[config.mk]
export PLATFORM = sky130hd
export DESIGN_NAME = uart_top
export DESIGN_NICKNAME = d
export VERILOG_FILES = /design/src/design/uart_pkg.sv /design/src/design/uart_fifo.sv /design/src/design/uart_rx.sv /design/src/design/uart_tick_gen.sv /design/src/design/uart_top.sv /design/src/design/uart_tx.sv
export VERILOG_INCLUDE_DIRS = /design/src /design/src/design
export SDC_FILE = /design/constraint.sdc
export NUM_CORES = 1
export LEC_CHECK = 0
export BUFFER_PORTS_ARGS = -buffer_cell sky130_fd_sc_hd__buf_2
export CORE_MARGIN = 1.5
export CORE_UTILIZATION = 35
export CTS_BUF_LIST = sky130_fd_sc_hd__clkbuf_4
export DETAILED_ROUTE_END_ITERATION = 10
export HOLD_SLACK_MARGIN = 0.02
export PLACE_DENSITY = 0.58
export SYNTH_ARGS = -nofsm -noshare
export SYNTH_HDL_FRONTEND = slang
export SYNTH_SLANG_ARGS = --single-unit
[constraint.sdc]
create_clock -name i_clk -period 2.8 [get_ports i_clk]
set_input_delay 0.28 -clock i_clk [delete_from_list [all_inputs] [get_ports i_clk]]
set_output_delay 0.28 -clock i_clk [all_outputs]
set_load 0.005 [all_outputs]
[src/design/uart_consts.svh]
// uart constants: frame format, oversampling ratio, divisor width and fifo sizing
`ifndef UART_CONSTS_SVH
`define UART_CONSTS_SVH

`define UART_DATA_BITS   8    // bits per character, 8n1
`define UART_OVERSAMPLE  16   // sample ticks per bit period
`define UART_DIV_W       16   // width of the baud divisor

`define UART_FIFO_DEPTH  8    // default fifo depth, power of two

// majority vote window inside a bit, in sample counts 1..16
`define UART_SAMP_FIRST  7
`define UART_SAMP_LAST   9

`endif

[src/design/uart_pkg.sv]
// uart package: character type and transmitter/receiver state encodings
`include "uart_consts.svh"

package uart_pkg;

    typedef logic [`UART_DATA_BITS-1:0] uart_byte_t;

    typedef enum logic [1:0] {
        TX_IDLE,
        TX_START,
        TX_DATA,   // bit index held in a separate counter
        TX_STOP
    } tx_state_t;

    typedef enum logic [1:0] {
        RX_IDLE,
        RX_START,  // start bit confirmation
        RX_DATA,
        RX_STOP
    } rx_state_t;

endpackage : uart_pkg

[src/design/uart_fifo.sv]
// uart fifo: circular buffer with valid/ready push and pop sides and occupancy status
`timescale 1ns/1ps
`include "uart_consts.svh"

module uart_fifo import uart_pkg::*; #(
    parameter int DEPTH = `UART_FIFO_DEPTH
) (
    input  logic                       i_clk,
    input  logic                       i_rst_n,
    input  uart_byte_t                 i_push_data,
    input  logic                       i_push_valid,
    output logic                       o_push_ready,
    output uart_byte_t                 o_pop_data,
    output logic                       o_pop_valid,
    input  logic                       i_pop_ready,
    output logic                       o_full,
    output logic                       o_empty,
    output logic [$clog2(DEPTH+1)-1:0] o_level
);

    localparam int PTR_W = $clog2(DEPTH);
    localparam int LVL_W = $clog2(DEPTH + 1);

    uart_byte_t        mem [DEPTH];
    logic [PTR_W-1:0]  head_ptr;
    logic [PTR_W-1:0]  tail_ptr;
    logic [LVL_W-1:0]  count;
    logic              push;
    logic              pop;

    assign o_full       = (count == LVL_W'(DEPTH));
    assign o_empty      = (count == '0);
    assign o_level      = count;
    assign o_push_ready = !o_full;
    assign o_pop_valid  = !o_empty;
    assign o_pop_data   = mem[head_ptr];  // head is valid while o_pop_valid

    assign push = i_push_valid && o_push_ready;
    assign pop  = i_pop_ready && o_pop_valid;

    always_ff @(posedge i_clk) begin
        if (push) begin
            mem[tail_ptr] <= i_push_data;
        end
    end

    always_ff @(posedge i_clk or negedge i_rst_n) begin
        if (!i_rst_n) begin
            head_ptr <= '0;
            tail_ptr <= '0;
            count    <= '0;
        end else begin
            if (push) tail_ptr <= tail_ptr + 1'b1;  // wraps, depth is a power of two
            if (pop) head_ptr <= head_ptr + 1'b1;
            case ({push, pop})
                2'b10:   count <= count + 1'b1;
                2'b01:   count <= count - 1'b1;
                default: count <= count;  // idle or push and pop together
            endcase
        end
    end

endmodule : uart_fifo

[src/design/uart_rx.sv]
// uart receiver: input synchronizer, 3-sample majority vote, frame state machine and shifter
`timescale 1ns/1ps
`include "uart_consts.svh"

module uart_rx import uart_pkg::*; (
    input  logic       i_clk,
    input  logic       i_rst_n,
    input  logic       i_samp_tick,
    input  logic       i_rx,
    output uart_byte_t o_data,
    output logic       o_data_push
);

    localparam int SAMP_W = $clog2(`UART_OVERSAMPLE) + 1;  // counts 1..16
    localparam int BIT_W  = $clog2(`UART_DATA_BITS);

    localparam logic [SAMP_W-1:0] SAMP_FIRST = SAMP_W'(`UART_SAMP_FIRST);
    localparam logic [SAMP_W-1:0] SAMP_LAST  = SAMP_W'(`UART_SAMP_LAST);
    localparam logic [SAMP_W-1:0] SAMP_PUSH  = SAMP_W'(`UART_SAMP_LAST + 1);
    localparam logic [SAMP_W-1:0] SAMP_END   = SAMP_W'(`UART_OVERSAMPLE);

    logic             rx_meta;
    logic             rx_sync;
    rx_state_t        state;
    logic [SAMP_W-1:0] samp_cnt;
    logic [1:0]       ones_cnt;
    logic [BIT_W-1:0] bit_cnt;
    logic             vote;
    logic             in_window;
    logic             bit_end;

    assign vote      = ones_cnt[1];  // two or three of the samples were high
    assign in_window = (samp_cnt >= SAMP_FIRST) && (samp_cnt <= SAMP_LAST);
    assign bit_end   = (samp_cnt == SAMP_END);

    // push one sample after the stop bit vote settles
    assign o_data_push = i_samp_tick && (state == RX_STOP) && (samp_cnt == SAMP_PUSH) && vote;

    always_ff @(posedge i_clk or negedge i_rst_n) begin
        if (!i_rst_n) begin
            rx_meta <= 1'b1;
            rx_sync <= 1'b1;
        end else begin
            rx_meta <= i_rx;
            rx_sync <= rx_meta;
        end
    end

    always_ff @(posedge i_clk) begin
        if (i_samp_tick && state == RX_DATA && bit_end) begin
            o_data <= {vote, o_data[`UART_DATA_BITS-1:1]};  // lsb arrives first
        end
    end

    always_ff @(posedge i_clk or negedge i_rst_n) begin
        if (!i_rst_n) begin
            state    <= RX_IDLE;
            samp_cnt <= '0;
            ones_cnt <= '0;
            bit_cnt  <= '0;
        end else if (i_samp_tick) begin
            samp_cnt <= samp_cnt + 1'b1;
            if (in_window) ones_cnt <= ones_cnt + 2'(rx_sync);

            case (state)
                RX_IDLE: begin
                    samp_cnt <= SAMP_W'(1);  // falling edge sample counts as the first
                    ones_cnt <= '0;
                    if (!rx_sync) state <= RX_START;
                end
                RX_START: begin
                    if (bit_end) begin
                        samp_cnt <= SAMP_W'(1);
                        ones_cnt <= '0;
                        bit_cnt  <= '0;
                        state    <= vote ? RX_IDLE : RX_DATA;  // high majority means a glitch
                    end
                end
                RX_DATA: begin
                    if (bit_end) begin
                        samp_cnt <= SAMP_W'(1);
                        ones_cnt <= '0;
                        bit_cnt  <= bit_cnt + 1'b1;
                        if (bit_cnt == BIT_W'(`UART_DATA_BITS - 1)) state <= RX_STOP;
                    end
                end
                RX_STOP: begin
                    // good stop bit leaves early to catch the next start edge,
                    // a framing error waits out the bit and drops the byte
                    if ((samp_cnt == SAMP_PUSH && vote) || bit_end) begin
                        state <= RX_IDLE;
                    end
                end
                default: state <= RX_IDLE;
            endcase
        end
    end

endmodule : uart_rx

[src/design/uart_tick_gen.sv]
// uart tick generator deriving oversampling ticks and baud ticks from the run-time divisor
`timescale 1ns/1ps
`include "uart_consts.svh"

module uart_tick_gen import uart_pkg::*; (
    input  logic                   i_clk,
    input  logic                   i_rst_n,
    input  logic [`UART_DIV_W-1:0] i_baud_div,  // nonzero multiple of 16
    output logic                   o_samp_tick,
    output logic                   o_baud_tick
);

    localparam int SAMP_W = $clog2(`UART_OVERSAMPLE);

    logic [`UART_DIV_W-1:0] pre_cnt;
    logic [`UART_DIV_W-1:0] pre_last;
    logic [SAMP_W-1:0]      samp_cnt;
    logic                   pre_wrap;

    assign pre_last = (i_baud_div >> SAMP_W) - 1'b1;  // div/16 clocks per sample
    assign pre_wrap = (pre_cnt == pre_last);

    always_ff @(posedge i_clk or negedge i_rst_n) begin
        if (!i_rst_n) begin
            pre_cnt     <= '0;
            samp_cnt    <= '0;
            o_samp_tick <= 1'b0;
            o_baud_tick <= 1'b0;
        end else begin
            o_samp_tick <= pre_wrap;
            o_baud_tick <= pre_wrap && (samp_cnt == SAMP_W'(`UART_OVERSAMPLE - 1));
            if (pre_wrap) begin
                pre_cnt  <= '0;
                samp_cnt <= samp_cnt + 1'b1;  // wraps every 16 samples
            end else begin
                pre_cnt  <= pre_cnt + 1'b1;
            end
        end
    end

endmodule : uart_tick_gen

[src/design/uart_top.sv]
// uart top: tick generator, transmit and receive fifos, transmitter and receiver
`timescale 1ns/1ps
`include "uart_consts.svh"

module uart_top import uart_pkg::*; (
    input  logic                                  i_clk,
    input  logic                                  i_rst_n,
    input  logic [`UART_DIV_W-1:0]                i_baud_div,
    // host transmit side
    input  uart_byte_t                            i_tx_data,
    input  logic                                  i_tx_valid,
    output logic                                  o_tx_ready,
    output logic                                  o_tx_full,
    output logic                                  o_tx_empty,
    output logic [$clog2(`UART_FIFO_DEPTH+1)-1:0] o_tx_level,
    // host receive side
    output uart_byte_t                            o_rx_data,
    output logic                                  o_rx_valid,
    input  logic                                  i_rx_ready,
    output logic                                  o_rx_full,
    output logic                                  o_rx_empty,
    output logic [$clog2(`UART_FIFO_DEPTH+1)-1:0] o_rx_level,
    // serial line
    input  logic                                  i_rx,
    output logic                                  o_tx
);

    logic       samp_tick;
    logic       baud_tick;
    uart_byte_t tx_head;
    logic       tx_head_valid;
    logic       tx_pop;
    uart_byte_t rx_byte;
    logic       rx_push;

    uart_tick_gen u_tick_gen (
        .i_clk       (i_clk),
        .i_rst_n     (i_rst_n),
        .i_baud_div  (i_baud_div),
        .o_samp_tick (samp_tick),
        .o_baud_tick (baud_tick)
    );

    uart_fifo #(.DEPTH(`UART_FIFO_DEPTH)) tx_fifo (
        .i_clk        (i_clk),
        .i_rst_n      (i_rst_n),
        .i_push_data  (i_tx_data),
        .i_push_valid (i_tx_valid),
        .o_push_ready (o_tx_ready),
        .o_pop_data   (tx_head),
        .o_pop_valid  (tx_head_valid),
        .i_pop_ready  (tx_pop),
        .o_full       (o_tx_full),
        .o_empty      (o_tx_empty),
        .o_level      (o_tx_level)
    );

    uart_tx u_tx (
        .i_clk        (i_clk),
        .i_rst_n      (i_rst_n),
        .i_baud_tick  (baud_tick),
        .i_data       (tx_head),
        .i_data_valid (tx_head_valid),
        .o_data_pop   (tx_pop),
        .o_tx         (o_tx)
    );

    uart_rx u_rx (
        .i_clk       (i_clk),
        .i_rst_n     (i_rst_n),
        .i_samp_tick (samp_tick),
        .i_rx        (i_rx),
        .o_data      (rx_byte),
        .o_data_push (rx_push)
    );

    // receiver does not wait for space, a byte pushed while full is lost
    uart_fifo #(.DEPTH(`UART_FIFO_DEPTH)) rx_fifo (
        .i_clk        (i_clk),
        .i_rst_n      (i_rst_n),
        .i_push_data  (rx_byte),
        .i_push_valid (rx_push),
        .o_push_ready (),
        .o_pop_data   (o_rx_data),
        .o_pop_valid  (o_rx_valid),
        .i_pop_ready  (i_rx_ready),
        .o_full       (o_rx_full),
        .o_empty      (o_rx_empty),
        .o_level      (o_rx_level)
    );

endmodule : uart_top

[src/design/uart_tx.sv]
// uart transmitter: 8n1 frame state machine with a parallel-to-serial shifter
`timescale 1ns/1ps
`include "uart_consts.svh"

module uart_tx import uart_pkg::*; (
    input  logic       i_clk,
    input  logic       i_rst_n,
    input  logic       i_baud_tick,
    input  uart_byte_t i_data,
    input  logic       i_data_valid,
    output logic       o_data_pop,
    output logic       o_tx
);

    localparam int BIT_W = $clog2(`UART_DATA_BITS);

    tx_state_t        state;
    logic [BIT_W-1:0] bit_cnt;
    uart_byte_t       shift_q;
    logic             shifting;

    // a new frame may start from idle or straight after a stop bit,
    // so back to back frames stay exactly ten bit periods long
    assign o_data_pop = i_baud_tick && i_data_valid &&
                        (state == TX_IDLE || state == TX_STOP);

    assign shifting = i_baud_tick && (state == TX_START || state == TX_DATA);

    always_ff @(posedge i_clk) begin
        if (o_data_pop) begin
            shift_q <= i_data;
        end else if (shifting) begin
            shift_q <= shift_q >> 1;  // lsb first
        end
    end

    always_ff @(posedge i_clk or negedge i_rst_n) begin
        if (!i_rst_n) begin
            state   <= TX_IDLE;
            bit_cnt <= '0;
            o_tx    <= 1'b1;  // line idles high
        end else if (i_baud_tick) begin
            case (state)
                TX_IDLE, TX_STOP: begin
                    if (i_data_valid) begin
                        state <= TX_START;
                        o_tx  <= 1'b0;  // start bit
                    end else begin
                        state <= TX_IDLE;
                        o_tx  <= 1'b1;
                    end
                end
                TX_START: begin
                    state   <= TX_DATA;
                    bit_cnt <= '0;
                    o_tx    <= shift_q[0];
                end
                TX_DATA: begin
                    if (bit_cnt == BIT_W'(`UART_DATA_BITS - 1)) begin
                        state <= TX_STOP;
                        o_tx  <= 1'b1;  // stop bit
                    end else begin
                        bit_cnt <= bit_cnt + 1'b1;
                        o_tx    <= shift_q[0];
                    end
                end
                default: begin
                    state <= TX_IDLE;
                    o_tx  <= 1'b1;
                end
            endcase
        end
    end

endmodule : uart_tx

[Word level (Yosys, flattened, before mapping)]
Memories as Yosys holds them, arrays and structs flattened.
Index checks and enable logic that the tools add are counted.
Word-level totals
  flip-flop bits (word level): 78
  memory bits (writable): 128
  bits of input ports: 29
  output and inout port bits: 23
  word-level logic and storage cells: 134
  memories kept: 2
Cells by class
  add/subtract/negate cells: 15
  order comparisons: 2
  eq/ne operators: 25
  muxes and demuxes: 32
  reductions and logical operators: 37
Memory list
  rx_fifo.mem: depth 8, bits a word 8, rd ports 1, clocked after memory_dff 0, write ports 1, RTL line uart_fifo.sv:24  | uart_byte_t mem [DEPTH];
  tx_fifo.mem: depth 8, bits a word 8, rd ports 1, clocked after memory_dff 0, write ports 1, RTL line uart_fifo.sv:24
Operator list (count)
  3-bit by 1-bit adder with 3-bit output (second input constant): 6
  2-bit two-way mux: 9
  16-bit by 1-bit adder with 16-bit output (second input constant): 1
  16-bit == test: 1
  16-bit two-way mux: 1
  8-bit two-way mux: 2
  4-bit one-hot mux with 2 select lines: 2
  1-bit logical AND: 15
  12-bit by 1-bit subtractor with 13-bit output (second input constant): 1
  4-bit by 1-bit adder with 4-bit output (second input constant): 3
  2-bit == test (second input constant): 6
  4-bit == test (second input constant): 3
  3-bit one-hot mux with 2 select lines: 2
  2-bit != test (second input constant): 5
  5-bit one-hot mux with 2 select lines: 1
  2-bit nonzero test: 5
  3-bit two-way mux: 3
  2-bit by 1-bit == test with 1-bit output (second input constant): 4
  4-bit logical NOT: 2
  2-bit one-hot mux with 4 select lines: 1
  4-bit by 1-bit subtractor with 4-bit output (second input constant): 2
  1-bit two-way mux: 7
  3-bit == test (second input constant): 2
  2-bit one-hot mux with 3 select lines: 1
  18 further kinds: 26

[Depth between registers and ports, before layout]
Gate-level depths: netlist of run 1.
  word-level depth: 7
  depth in mapped cells: 12
  depth with buffers taken out: 12

[By module]
From an unflattened synthesis of run 1, not the netlist that was laid out.
Second synthesis, totals
  cell total of the unflattened synthesis: 621
  area total of the unflattened synthesis: 9591.7 µm²
By module, submodules not included
  uart_fifo at rx_fifo: instances 1, cells each 160, area an instance 3138.0 µm²
  uart_fifo at tx_fifo: instances 1, cells each 161, area an instance 3135.5 µm²
  uart_tick_gen: instances 1, cells each 151, area an instance 1441.4 µm²
  uart_rx: instances 1, cells each 96, area an instance 1161.1 µm²
  uart_tx: instances 1, cells each 53, area an instance 715.7 µm²

[Worst setup path after synthesis of run 1]
Ideal clock, no wire load.
  kind: register to register
  from: register rx_fifo.count[1] (netlist: rx_fifo.o_level[1])
  to: register rx_fifo.count[3] (netlist: rx_fifo.o_level[3])
  library setup time: 125 ps
  arrival: 2435 ps
  required time: 2675 ps
  setup slack: 239 ps
  stages on the path, launching flop included: 11
  path buffers: 1
  cells stage by stage: dfrtp_1 -> or4_1 -> and2_1 -> clkbuf_1 -> ha_1 -> ha_1 -> a21o_1 -> a21oi_1 -> xnor2_1 -> nor2_1 -> xor2_1
On the way
  longest elaborated chain between the ends: 5
  elaborated cells between the ends (all ways): 12
Ends and longest elaborated chain
  start: declaration: RTL line uart_fifo.sv:27  | logic [LVL_W-1:0] count;
  start signal: assignment: RTL line uart_fifo.sv:56  | 2'b10: count <= count + 1'b1;
  start signal: assignment: RTL line uart_fifo.sv:57  | 2'b01: count <= count - 1'b1;
  start signal: assignment: RTL line uart_fifo.sv:58  | default: count <= count;
  4-bit logical NOT *: RTL line uart_fifo.sv:32  | assign o_empty = (count == '0);
  1-bit logical NOT *: RTL line uart_fifo.sv:35  | assign o_pop_valid = !o_empty;
  via o_rx_valid: RTL line uart_top.sv:18  | output logic o_rx_valid,
  1-bit logical AND *: RTL line uart_fifo.sv:39  | assign pop = i_pop_ready && o_pop_valid;
  via rx_fifo.pop: RTL line uart_fifo.sv:29  | logic pop;
  2-bit by 1-bit == test with 1-bit output or 2-bit == test (tied branches): RTL line uart_fifo.sv:55  | case ({push, pop})
  4-bit one-hot mux with 2 select lines or 2-bit nonzero test (tied branches)
The timed path passes the listed nets; every way through them passes the cells marked *.
A chain may end at the register's enable or synchronous reset.

[Final worst setup path of run 1]
  from: register rx_fifo.head_ptr[1]
  to: output o_rx_data[4]
On the way
  longest elaborated chain between the ends: 1
Ends and longest elaborated chain
  start: declaration: RTL line uart_fifo.sv:25  | logic [PTR_W-1:0] head_ptr;
  start signal: assignment: RTL line uart_fifo.sv:54  | if (pop) head_ptr <= head_ptr + 1'b1;
  memory 8 x 8 bit
  end: declaration: RTL line uart_top.sv:17  | output uart_byte_t o_rx_data,
No other way between the ends.

==> results.cfg, run 1 <==
[synth]
yosys_warnings = 0
synth_seq_area_share = 0.6430
ys_seq_elements = 206
synth_area_per_cell_sq_um = 14.75
synth_ff_type = edfxtp_1
synth_edf_count = 144
ys_async_sr_fraction = 0.3010
syn_nets = 680
synth_cells = 620
synth_area_sq_mm = 0.009144
ys_types = 57

[floorplanning]
top_level_ports = 52
start_util = 0.3600
core_sq_mm = 0.02540
dieArea_sq_mm = 0.02710
row_count = 58
die_x_um = 164.6
fp.dieH_um = 164.6

[drt]
ant_nets = 0
routedWlPerCell_um = 15.60
num_vias = 5466
routed_via_density = 4.933
drc = 0
drtIter0Drc = 225
wl_mm = 17.29
first_pass_iters = 4

[global_route]
grt_remaining_overflow = 0
grt_pass1_wl_mm = 28.10
antenna_found_initial = 1
track_usage = 0.1329
grt_pass1_vias = 5667
grt_max_degree = 42

[sta]
fin_ws_ns = 0.1587
hold_violations = 0
period_needed_ns = 2.641
relSlewSlack = 0.3821
timing.final.crit_share = 0.9433
fmax_mhz = 378.6
fin_worst_skew_ns = 0.03391
setup_tns_ns = 0
drv_slew = 0
finalSetupViolCount = 0
worst_pin_slew_ns = 0.9269
rsz0062_at_grt = no
hold_slack_ns = 0.2857

[worst_setup_path]
crit_arrival_ns = 2.36
critPathCaptureType = output port
reg2reg_from = rx_fifo.o_level[0]$_DFFE_PN0P_
start_kind = register
cp_max_fo = 18
crit_required_ns = 2.52
reg2reg_slack_ns = 0.23
crit_type = register to output port
crit_start = rx_fifo.head_ptr[1]$_DFFE_PN0P_

[pwr]
swShare = 0.2819
p_clk_frac = 0.315
p_leak_nw = 3.755
p_sw_mw = 2.061
vdd_drop_max_v = 0.0005224
p_comb_frac = 0.157
seqPwrFrac = 0.528
p_int_mw = 5.251
powerDensity_mw_per_mm2 = 687.6

[placed_design]
dp_slack_ns = 0.01244
routabilityCongestion = 0.7821
hpwl_mm = 11.09
port_buffers = 47

[final_layout]
multi_input_comb_area_sq_mm = 0.003092
layout_commonest_cell = edfxtp_1
area_growth_pct = 16.30
fin_nets = 803
seq_area_sq_mm = 0.005879
drive_above_1_share = 0.2600
layout_common_cells = edfxtp_1, clkbuf_4, dfrtp_1
nFillCells = 2335

[clocking]
insertion_delay_ns = 0.66
root_buffer = clkbuf_4
cts_tree = done
clkSinkCount = 206
numCtsBuffers = 52
clk_pin_slew_ns = 0.07
clockBufferDepth = 3
cts.htree.levels = 2

[min_path]
min_from = i_rx
worstHoldPathType = primary input to register

[status]
status = finished, final reports clean

[run]
drv_cap = 0
[state kept, by name, summed over array words and instances, names as in the netlist, 2 cells and up, named ones only]
signal,cells
tx_fifo.o_level,4
rx_fifo.tail_ptr,3
u_tx.bit_cnt,3
tx_fifo.tail_ptr,3
u_tx.shift_q,8
u_rx.samp_cnt,5
u_tx.state,2
u_tick_gen.pre_cnt,16
tx_fifo.head_ptr,3
rx_fifo.o_level,4
u_rx.bit_cnt,3
tx_fifo.mem,64
rx_fifo.mem,64
u_rx.o_data,8
rx_fifo.head_ptr,3
u_tick_gen.samp_cnt,4
u_rx.ones_cnt,2
[kinds of logic (layout without fill, tap and decap cells)]
logic type                 Yosys count  after routing  share of synthesized area
muxes                               55             55                     0.1058
other                                0              1                          0
buffers and inverters               42            199                    0.01888
xor gates and xnor gates            43             43                    0.04201
adders and majority gates           31             31                    0.04406
and+or+nand+nor                    170            170                    0.09620
DFF                                206            206                     0.6430
AOI/OAI and AO/OA                   73             73                    0.05008
[layout make-up]
cell class / instances / share of cell area
diodes: 1 / 0.0002353
clock buffers: 68 / 0.04801
clock inverters: 20 / 0.008001
inverters: 25 / 0.008825
multi-input cells: 372 / 0.2907
flip-flops and latches: 206 / 0.5529
well taps: 330 / 0.03883
repair buffers: 86 / 0.05248
[synth_stat cells (10+ instances only)]
cell,n,area share
nand2_1,49,0.020
mux2i_1,10,0.011
nor2_1,38,0.016
xnor2_1,23,0.022
a21oi_1,14,0.0077
dfrtp_1,59,0.16
o21ai_0,35,0.019
inv_1,25,0.010
mux2_2,13,0.016
ha_1,29,0.040
nor3_1,15,0.0082
mux4_2,32,0.079
xor2_1,19,0.018
edfxtp_1,144,0.47
[power by group through the flow]
stage	Combinational [mW]	Sequential, mW	Clock, mW
floorplan	0.860	3.78	0
global placement	1.11	3.90	0
detailed placement	1.16	3.92	0
CTS	1.19	3.86	2.41
global route	1.30	3.90	2.53
finish	1.15	3.86	2.30
[routing by layer]
metal  track usage  vias to the layer above  wire (um)
met5             0                        -          0
met4       0.05446                        0        407
met3       0.03139                       40        723
met2        0.2273                      107       8642
met1        0.1614                     2694       7515
li1              -                     2625          -
[critical path, cell delays in order, from the launching register on]
cell and delay [ns]:
dfrtp_1 0.87, mux4_2 0.40, mux2_2 0.30, buf_2 0.13
[path summary, 6_finish.rpt]
kind / endpoint / cells past startpoint
max in group asynchronous: u_tick_gen.pre_cnt[4]$_DFF_PN0_ / 3
worst min register to register: u_rx.rx_sync$_DFF_PN1_ / 0
min in group asynchronous: rx_fifo.o_level[0]$_DFFE_PN0P_ / 2
worst max register to register: rx_fifo.o_level[3]$_DFFE_PN0P_ / 9
worst min-delay path: u_rx.rx_meta$_DFF_PN1_ / 2
worst max-delay path: o_rx_data[4] / 3
[per-stage QoR]
| step | cell area [sq um] | cells | util | power, mW |
|---|---|---|---|---|
| after floorplan | 9144 | 620 | - | 4.641 |
| after global placement | 9916 | 1007 | 0.3904 | 5.004 |
| after detailed placement | 9916 | 1007 | 0.3904 | 5.087 |
| after CTS | 10630 | 1107 | 0.4186 | 7.454 |
| after global routing | 10630 | 1108 | 0.4187 | 7.726 |
| final | 10630 | 1108 | 0.4187 | 7.312 |
[what timing repair did]
item,CTS,global route
buffers inserted,0,0
endpoints found under the hold margin,103,0
hold buffers,12,0
setup endpoints to repair,0,0
resized for setup,0,0
No activity file was read; power rests on OpenSTA's default activity.
==> run 2: changes to the inputs <==
==> constraint.sdc (replaced) <==
create_clock -name i_clk -period 2.8 [get_ports i_clk]
set_input_delay 0 -clock i_clk [delete_from_list [all_inputs] [get_ports i_clk]]
set_output_delay 0 -clock i_clk [all_outputs]
set_load 0.005 [all_outputs]
==> results.cfg, run 2 (synthesis gave the netlist of run 1 again) <==
[global_route]
grt_remaining_overflow = 0
track_usage = 0.1393
grt_pass1_wl_mm = 29.28
grt_pass1_vias = 5944
antenna_found_initial = 2
grt_max_degree = 23

[pwr]
p_clk_frac = 0.334
p_leak_nw = 3.837
p_int_mw = 5.517
p_comb_frac = 0.157
powerDensity_mw_per_mm2 = 702.7
vdd_drop_max_v = 0.0005664
p_sw_mw = 2.064
p_total_mw = 7.581
seqPwrFrac = 0.509
swShare = 0.2723

[clocking]
post_cts_resized = 0
root_buffer = clkbuf_4
insertion_delay_ns = 0.63
clk_pin_slew_ns = 0.07
clkSinkCount = 206
cts.htree.levels = 2
numCtsBuffers = 53
cts_tree = done
clockBufferDepth = 3

[final_layout]
drive_above_1_share = 0.2690
area_growth_pct = 17.98
layout_common_cells = edfxtp_1, clkbuf_4, dfrtp_1
reg_top3 = rx_fifo.mem (64), tx_fifo.mem (64), u_tick_gen.pre_cnt (16)
fin_nets = 811
finalNonFillerCells = 1119
layout_commonest_cell = edfxtp_1

[sta]
relSlewSlack = 0.3366
timing.final.crit_share = 0.9829
drv_slew = 0
finalSetupViolCount = 0
fin_ws_ns = 0.04787
period_needed_ns = 2.752
fmax_mhz = 363.4
hold_violations = 0
fin_worst_skew_ns = 0.01966
setup_tns_ns = 0
worst_pin_slew_ns = 0.9918
hold_slack_ns = 0.1872

[worst_setup_path]
crit_arrival_ns = 3.26
cpLargestDelayFamily = buffers and inverters
critPathSlowestCell = dlygate4sd3_1
cp_max_fo = 5
crit_path_frequent_cell = dlygate4sd3_1
cpPeakStageDelay_ns = 0.59
rr_endpoint = rx_fifo.o_level[3]$_DFFE_PN0P_
worstRegToRegCells = 9
worstPathCellList = dlygate4sd3_1, buf_2, or4_4, nor3_4, mux2i_1, a31o_1, dlygate4sd3_1, a2111oi_4, buf_4, mux2_2
critPathCaptureType = register
worst-path-buf-inv = 4
crit_start = i_baud_div[4]
crit_required_ns = 3.30
crit_type = primary input to register
reg2reg_from = rx_fifo.o_level[1]$_DFFE_PN0P_
worst-path-stages = 10
cp-endpoint = u_tick_gen.samp_cnt[1]$_DFFE_PN0N_
start_kind = primary input
reg2reg_slack_ns = 0.13

[placed_design]
dp_slack_ns = 0.1253
routabilityCongestion = 0.8068
dp_cells = 1005
hpwl_mm = 11.65
port_buffers = 47

[drt]
ant_nets = 0
routed_via_density = 4.968
wl_mm = 17.94
first_pass_iters = 4
drc = 0
drtIter0Drc = 309
routedWlPerCell_um = 16.03
num_vias = 5559

[min_path]
min_from = i_tx_data[0]
worstHoldPathType = primary input to register

[floorplanning]
dieArea_sq_mm = 0.02710
start_util = 0.3600
fp.dieH_um = 164.6
top_level_ports = 52
core_sq_mm = 0.02540
die_x_um = 164.6
row_count = 58

[run]
drv_cap = 0

[status]
status = finished, final reports clean
[run 2: power groups by stage]
stage	Combinational, mW	Sequential [mW]	Clock (mW)
after CTS	1.21	3.87	2.65
after global placement	1.11	3.90	0
final	1.19	3.86	2.53
after floorplan	0.860	3.78	0
after global routing	1.32	3.90	2.80
after detailed placement	1.18	3.93	0
[run 2: what timing repair did]
action | in CTS | in global routing
hold endpoints to repair | 166 | 0
buffers inserted | 0 | 1
hold buffers | 20 | 0
endpoints found under the setup margin | 0 | 21
[run 2: area by class of cell]
type	instances	area [sq um]
clock inverter	12	76.32
clock buffer	80	600.6
sequential	206	5879
antenna	1	2.502
timing repair buffer	93	630.6
fill	2338	14610
tap	330	412.9
multi-input combinational	372	3092
inverter	25	93.84
[run 2: through the flow]
stage                     instance area, sq um  utilization
final                                    10790       0.4247
after global routing                     10790       0.4247
after CTS                                10780       0.4243
after detailed placement                  9901       0.3898
after global placement                    9901       0.3898
after floorplan                           9144            -
[run 2: how the worst min path moves through the flow]
stage,slack (ns),endpoint,depth (start not counted)
6_report,0.19,tx_fifo.mem[2][0]$_DFFE_PP_,2
5_1_grt,0.13,tx_fifo.mem[6][7]$_DFFE_PP_,2
4_1_cts,0.03,u_tick_gen.samp_cnt[0]$_DFFE_PN0N_,6
3_5_place_dp,0.01,u_rx.samp_cnt[1]$_DFFE_PN0P_,1
3_3_place_gp,0.004,u_rx.samp_cnt[4]$_DFFE_PN0P_,1
2_1_floorplan,-0.30,asynchronous set/reset pin,0
[run 2: worst register-to-register path, delay by kind of cell, from the launching register on]
family | cells | cell delay [ns]
and+or+nand+nor | 3 | 0.91
adders and majority gates | 2 | 0.56
DFF | 1 | 0.44
AOI/OAI and AO/OA | 2 | 0.34
xor gates and xnor gates | 2 | 0.30
[run 2: per-layer routing]
layer  global-route usage  part of all wire  vias up
met3              0.03064             0.043       34
met4              0.05201             0.021        0
met2               0.2580              0.53      121
li1                     -                 -     2633
met1               0.1555              0.41     2771
met5                    0                 0        -
==> run 3: changes to the inputs <==
CELL_PAD_IN_SITES_DETAIL_PLACEMENT = 1   (was default)
CELL_PAD_IN_SITES_GLOBAL_PLACEMENT = 2   (was default)
PLACE_DENSITY = 0.72   (was 0.58)
==> results.cfg, run 3 (synthesis gave the netlist of run 1 again) <==
[global_route]
antenna_found_initial = 1
grt_remaining_overflow = 0
grt_pass1_wl_mm = 31.50
track_usage = 0.1502
grt_pass1_vias = 6234
grt_max_degree = 63

[sta]
hold_violations = 0
drv_slew = 0
setup_tns_ns = 0
relSlewSlack = 0.4247
finalSetupViolCount = 0
worst_pin_slew_ns = 0.8629
fin_worst_skew_ns = 0.03628
hold_slack_ns = 0.07490
period_needed_ns = 2.668
fmax_mhz = 374.9
timing.final.crit_share = 0.9528

[final_layout]
fin_util = 0.4280
final_cell_area_sq_mm = 0.01087
area_growth_pct = 18.88
fin_nets = 816
layout_common_cells = edfxtp_1, clkbuf_4, dfrtp_1
reg_top3 = rx_fifo.mem (64), tx_fifo.mem (64), u_tick_gen.pre_cnt (16)
nFillCells = 2674
layout_commonest_cell = edfxtp_1
drive_above_1_share = 0.2794

[placed_design]
hpwl_mm = 12.56
routabilityCongestion = 0.7857
placedInstanceArea_sq_mm = 0.009916
port_buffers = 47

[drt]
ant_nets = 0
drtIter0Drc = 294
wl_mm = 19.25
first_pass_iters = 4
num_vias = 5575
routedWlPerCell_um = 17.05
routed_via_density = 4.938
drc = 0

[pwr]
powerDensity_mw_per_mm2 = 715.3
p_total_mw = 7.775
p_leak_nw = 3.895
vdd_drop_max_v = 0.0004335

[floorplanning]
core_sq_mm = 0.02540
dieArea_sq_mm = 0.02710
start_util = 0.3600
fp.dieH_um = 164.6
top_level_ports = 52
row_count = 58
die_x_um = 164.6

[worst_setup_path]
critPathCaptureType = register
crit_arrival_ns = 3.26
start_kind = register
worstRegToRegCells = 8
crit_type = register to register
crit_required_ns = 3.39
cp_max_fo = 5

[clocking]
numCtsBuffers = 55
clkSinkCount = 206
cts.htree.levels = 2
root_buffer = clkbuf_4
clockBufferDepth = 3
insertion_delay_ns = 0.68
cts_tree = done
clk_pin_slew_ns = 0.07

[run]
drv_cap = 0

[status]
status = finished, final reports clean

[min_path]
worstHoldPathType = primary input to asynchronous set/reset pin
==> run 3: changes by cell type in the layout (fill, tap and decap cells not counted), sizes merged <==
cell | previous run | this run
clkbuf | 80 | 87
buf | 73 | 76
clkinv | 10 | 9
inv | 25 | 26
==> run 3: timing repair <==
item                                    4_1_cts  5_1_grt
hold endpoints to repair                    170        0
hold buffers                                 20        0
endpoints found under the setup margin        0        1
setup buffers                                 0        2
gates resized for setup                       0        1
==> run 3: routing by layer <==
metal,share of wire,global-route usage
met2,0.49,0.2565
met5,0,0
met1,0.44,0.1824
met4,0.021,0.06306
met3,0.045,0.03466
==> run 3: layout make-up <==
cell class,count,area [sq um],area share
flip-flops and latches,206,5879,0.5409
multi-input cells,372,3094,0.2846
clock buffers,87,653.1,0.06008
repair buffers,96,653.1,0.06008
well taps,330,412.9,0.03798
inverters,25,93.84,0.008633
clock inverters,12,81.33,0.007482
diodes,1,2.502,0.0002302
==> run 3: power breakdown <==
group          switching, mW  internal (mW)  total (mW)
combinational          0.599          0.579        1.18
sequential             0.323           3.55        3.87
clock                   1.23           1.50        2.72
total                   2.15           5.63        7.78
==> run 3: worst paths after layout <==
path                                                       start                          endpoint  slack, ns
worst max-delay path            u_tick_gen.pre_cnt[12]$_DFF_PN0_  u_tick_gen.o_baud_tick$_DFF_PN0_       0.13
worst min-delay path                                     i_rst_n  u_tick_gen.pre_cnt[10]$_DFF_PN0_       0.07
worst max register to register  u_tick_gen.pre_cnt[12]$_DFF_PN0_  u_tick_gen.o_baud_tick$_DFF_PN0_       0.13
worst min register to register            u_rx.rx_meta$_DFF_PN1_            u_rx.rx_sync$_DFF_PN1_       0.35
max in group asynchronous                                i_rst_n   tx_fifo.head_ptr[0]$_DFFE_PN0P_       2.16
min in group i_clk                                  i_tx_data[4]       tx_fifo.mem[6][4]$_DFFE_PP_       0.14
==> run 3: metrics by stage <==
step                      instances  setup slack, ns
after global routing           1129      -0.00008415
after detailed placement       1007           0.2016
final                          1129           0.1323
after CTS                      1126          0.06116
after global placement         1007           0.2241
after floorplan                 620           0.2393
==> run 3: worst max-delay path: stages, from the launching register on <==
cell	delay (ns)
dfrtp_1	0.42
or4_1	0.53
mux2i_1	0.20
nand4_1	0.18
a2111oi_4	0.35
buf_4	0.21
nand2_4	0.06
nor2_1	0.10
dlygate4sd3_1	0.55
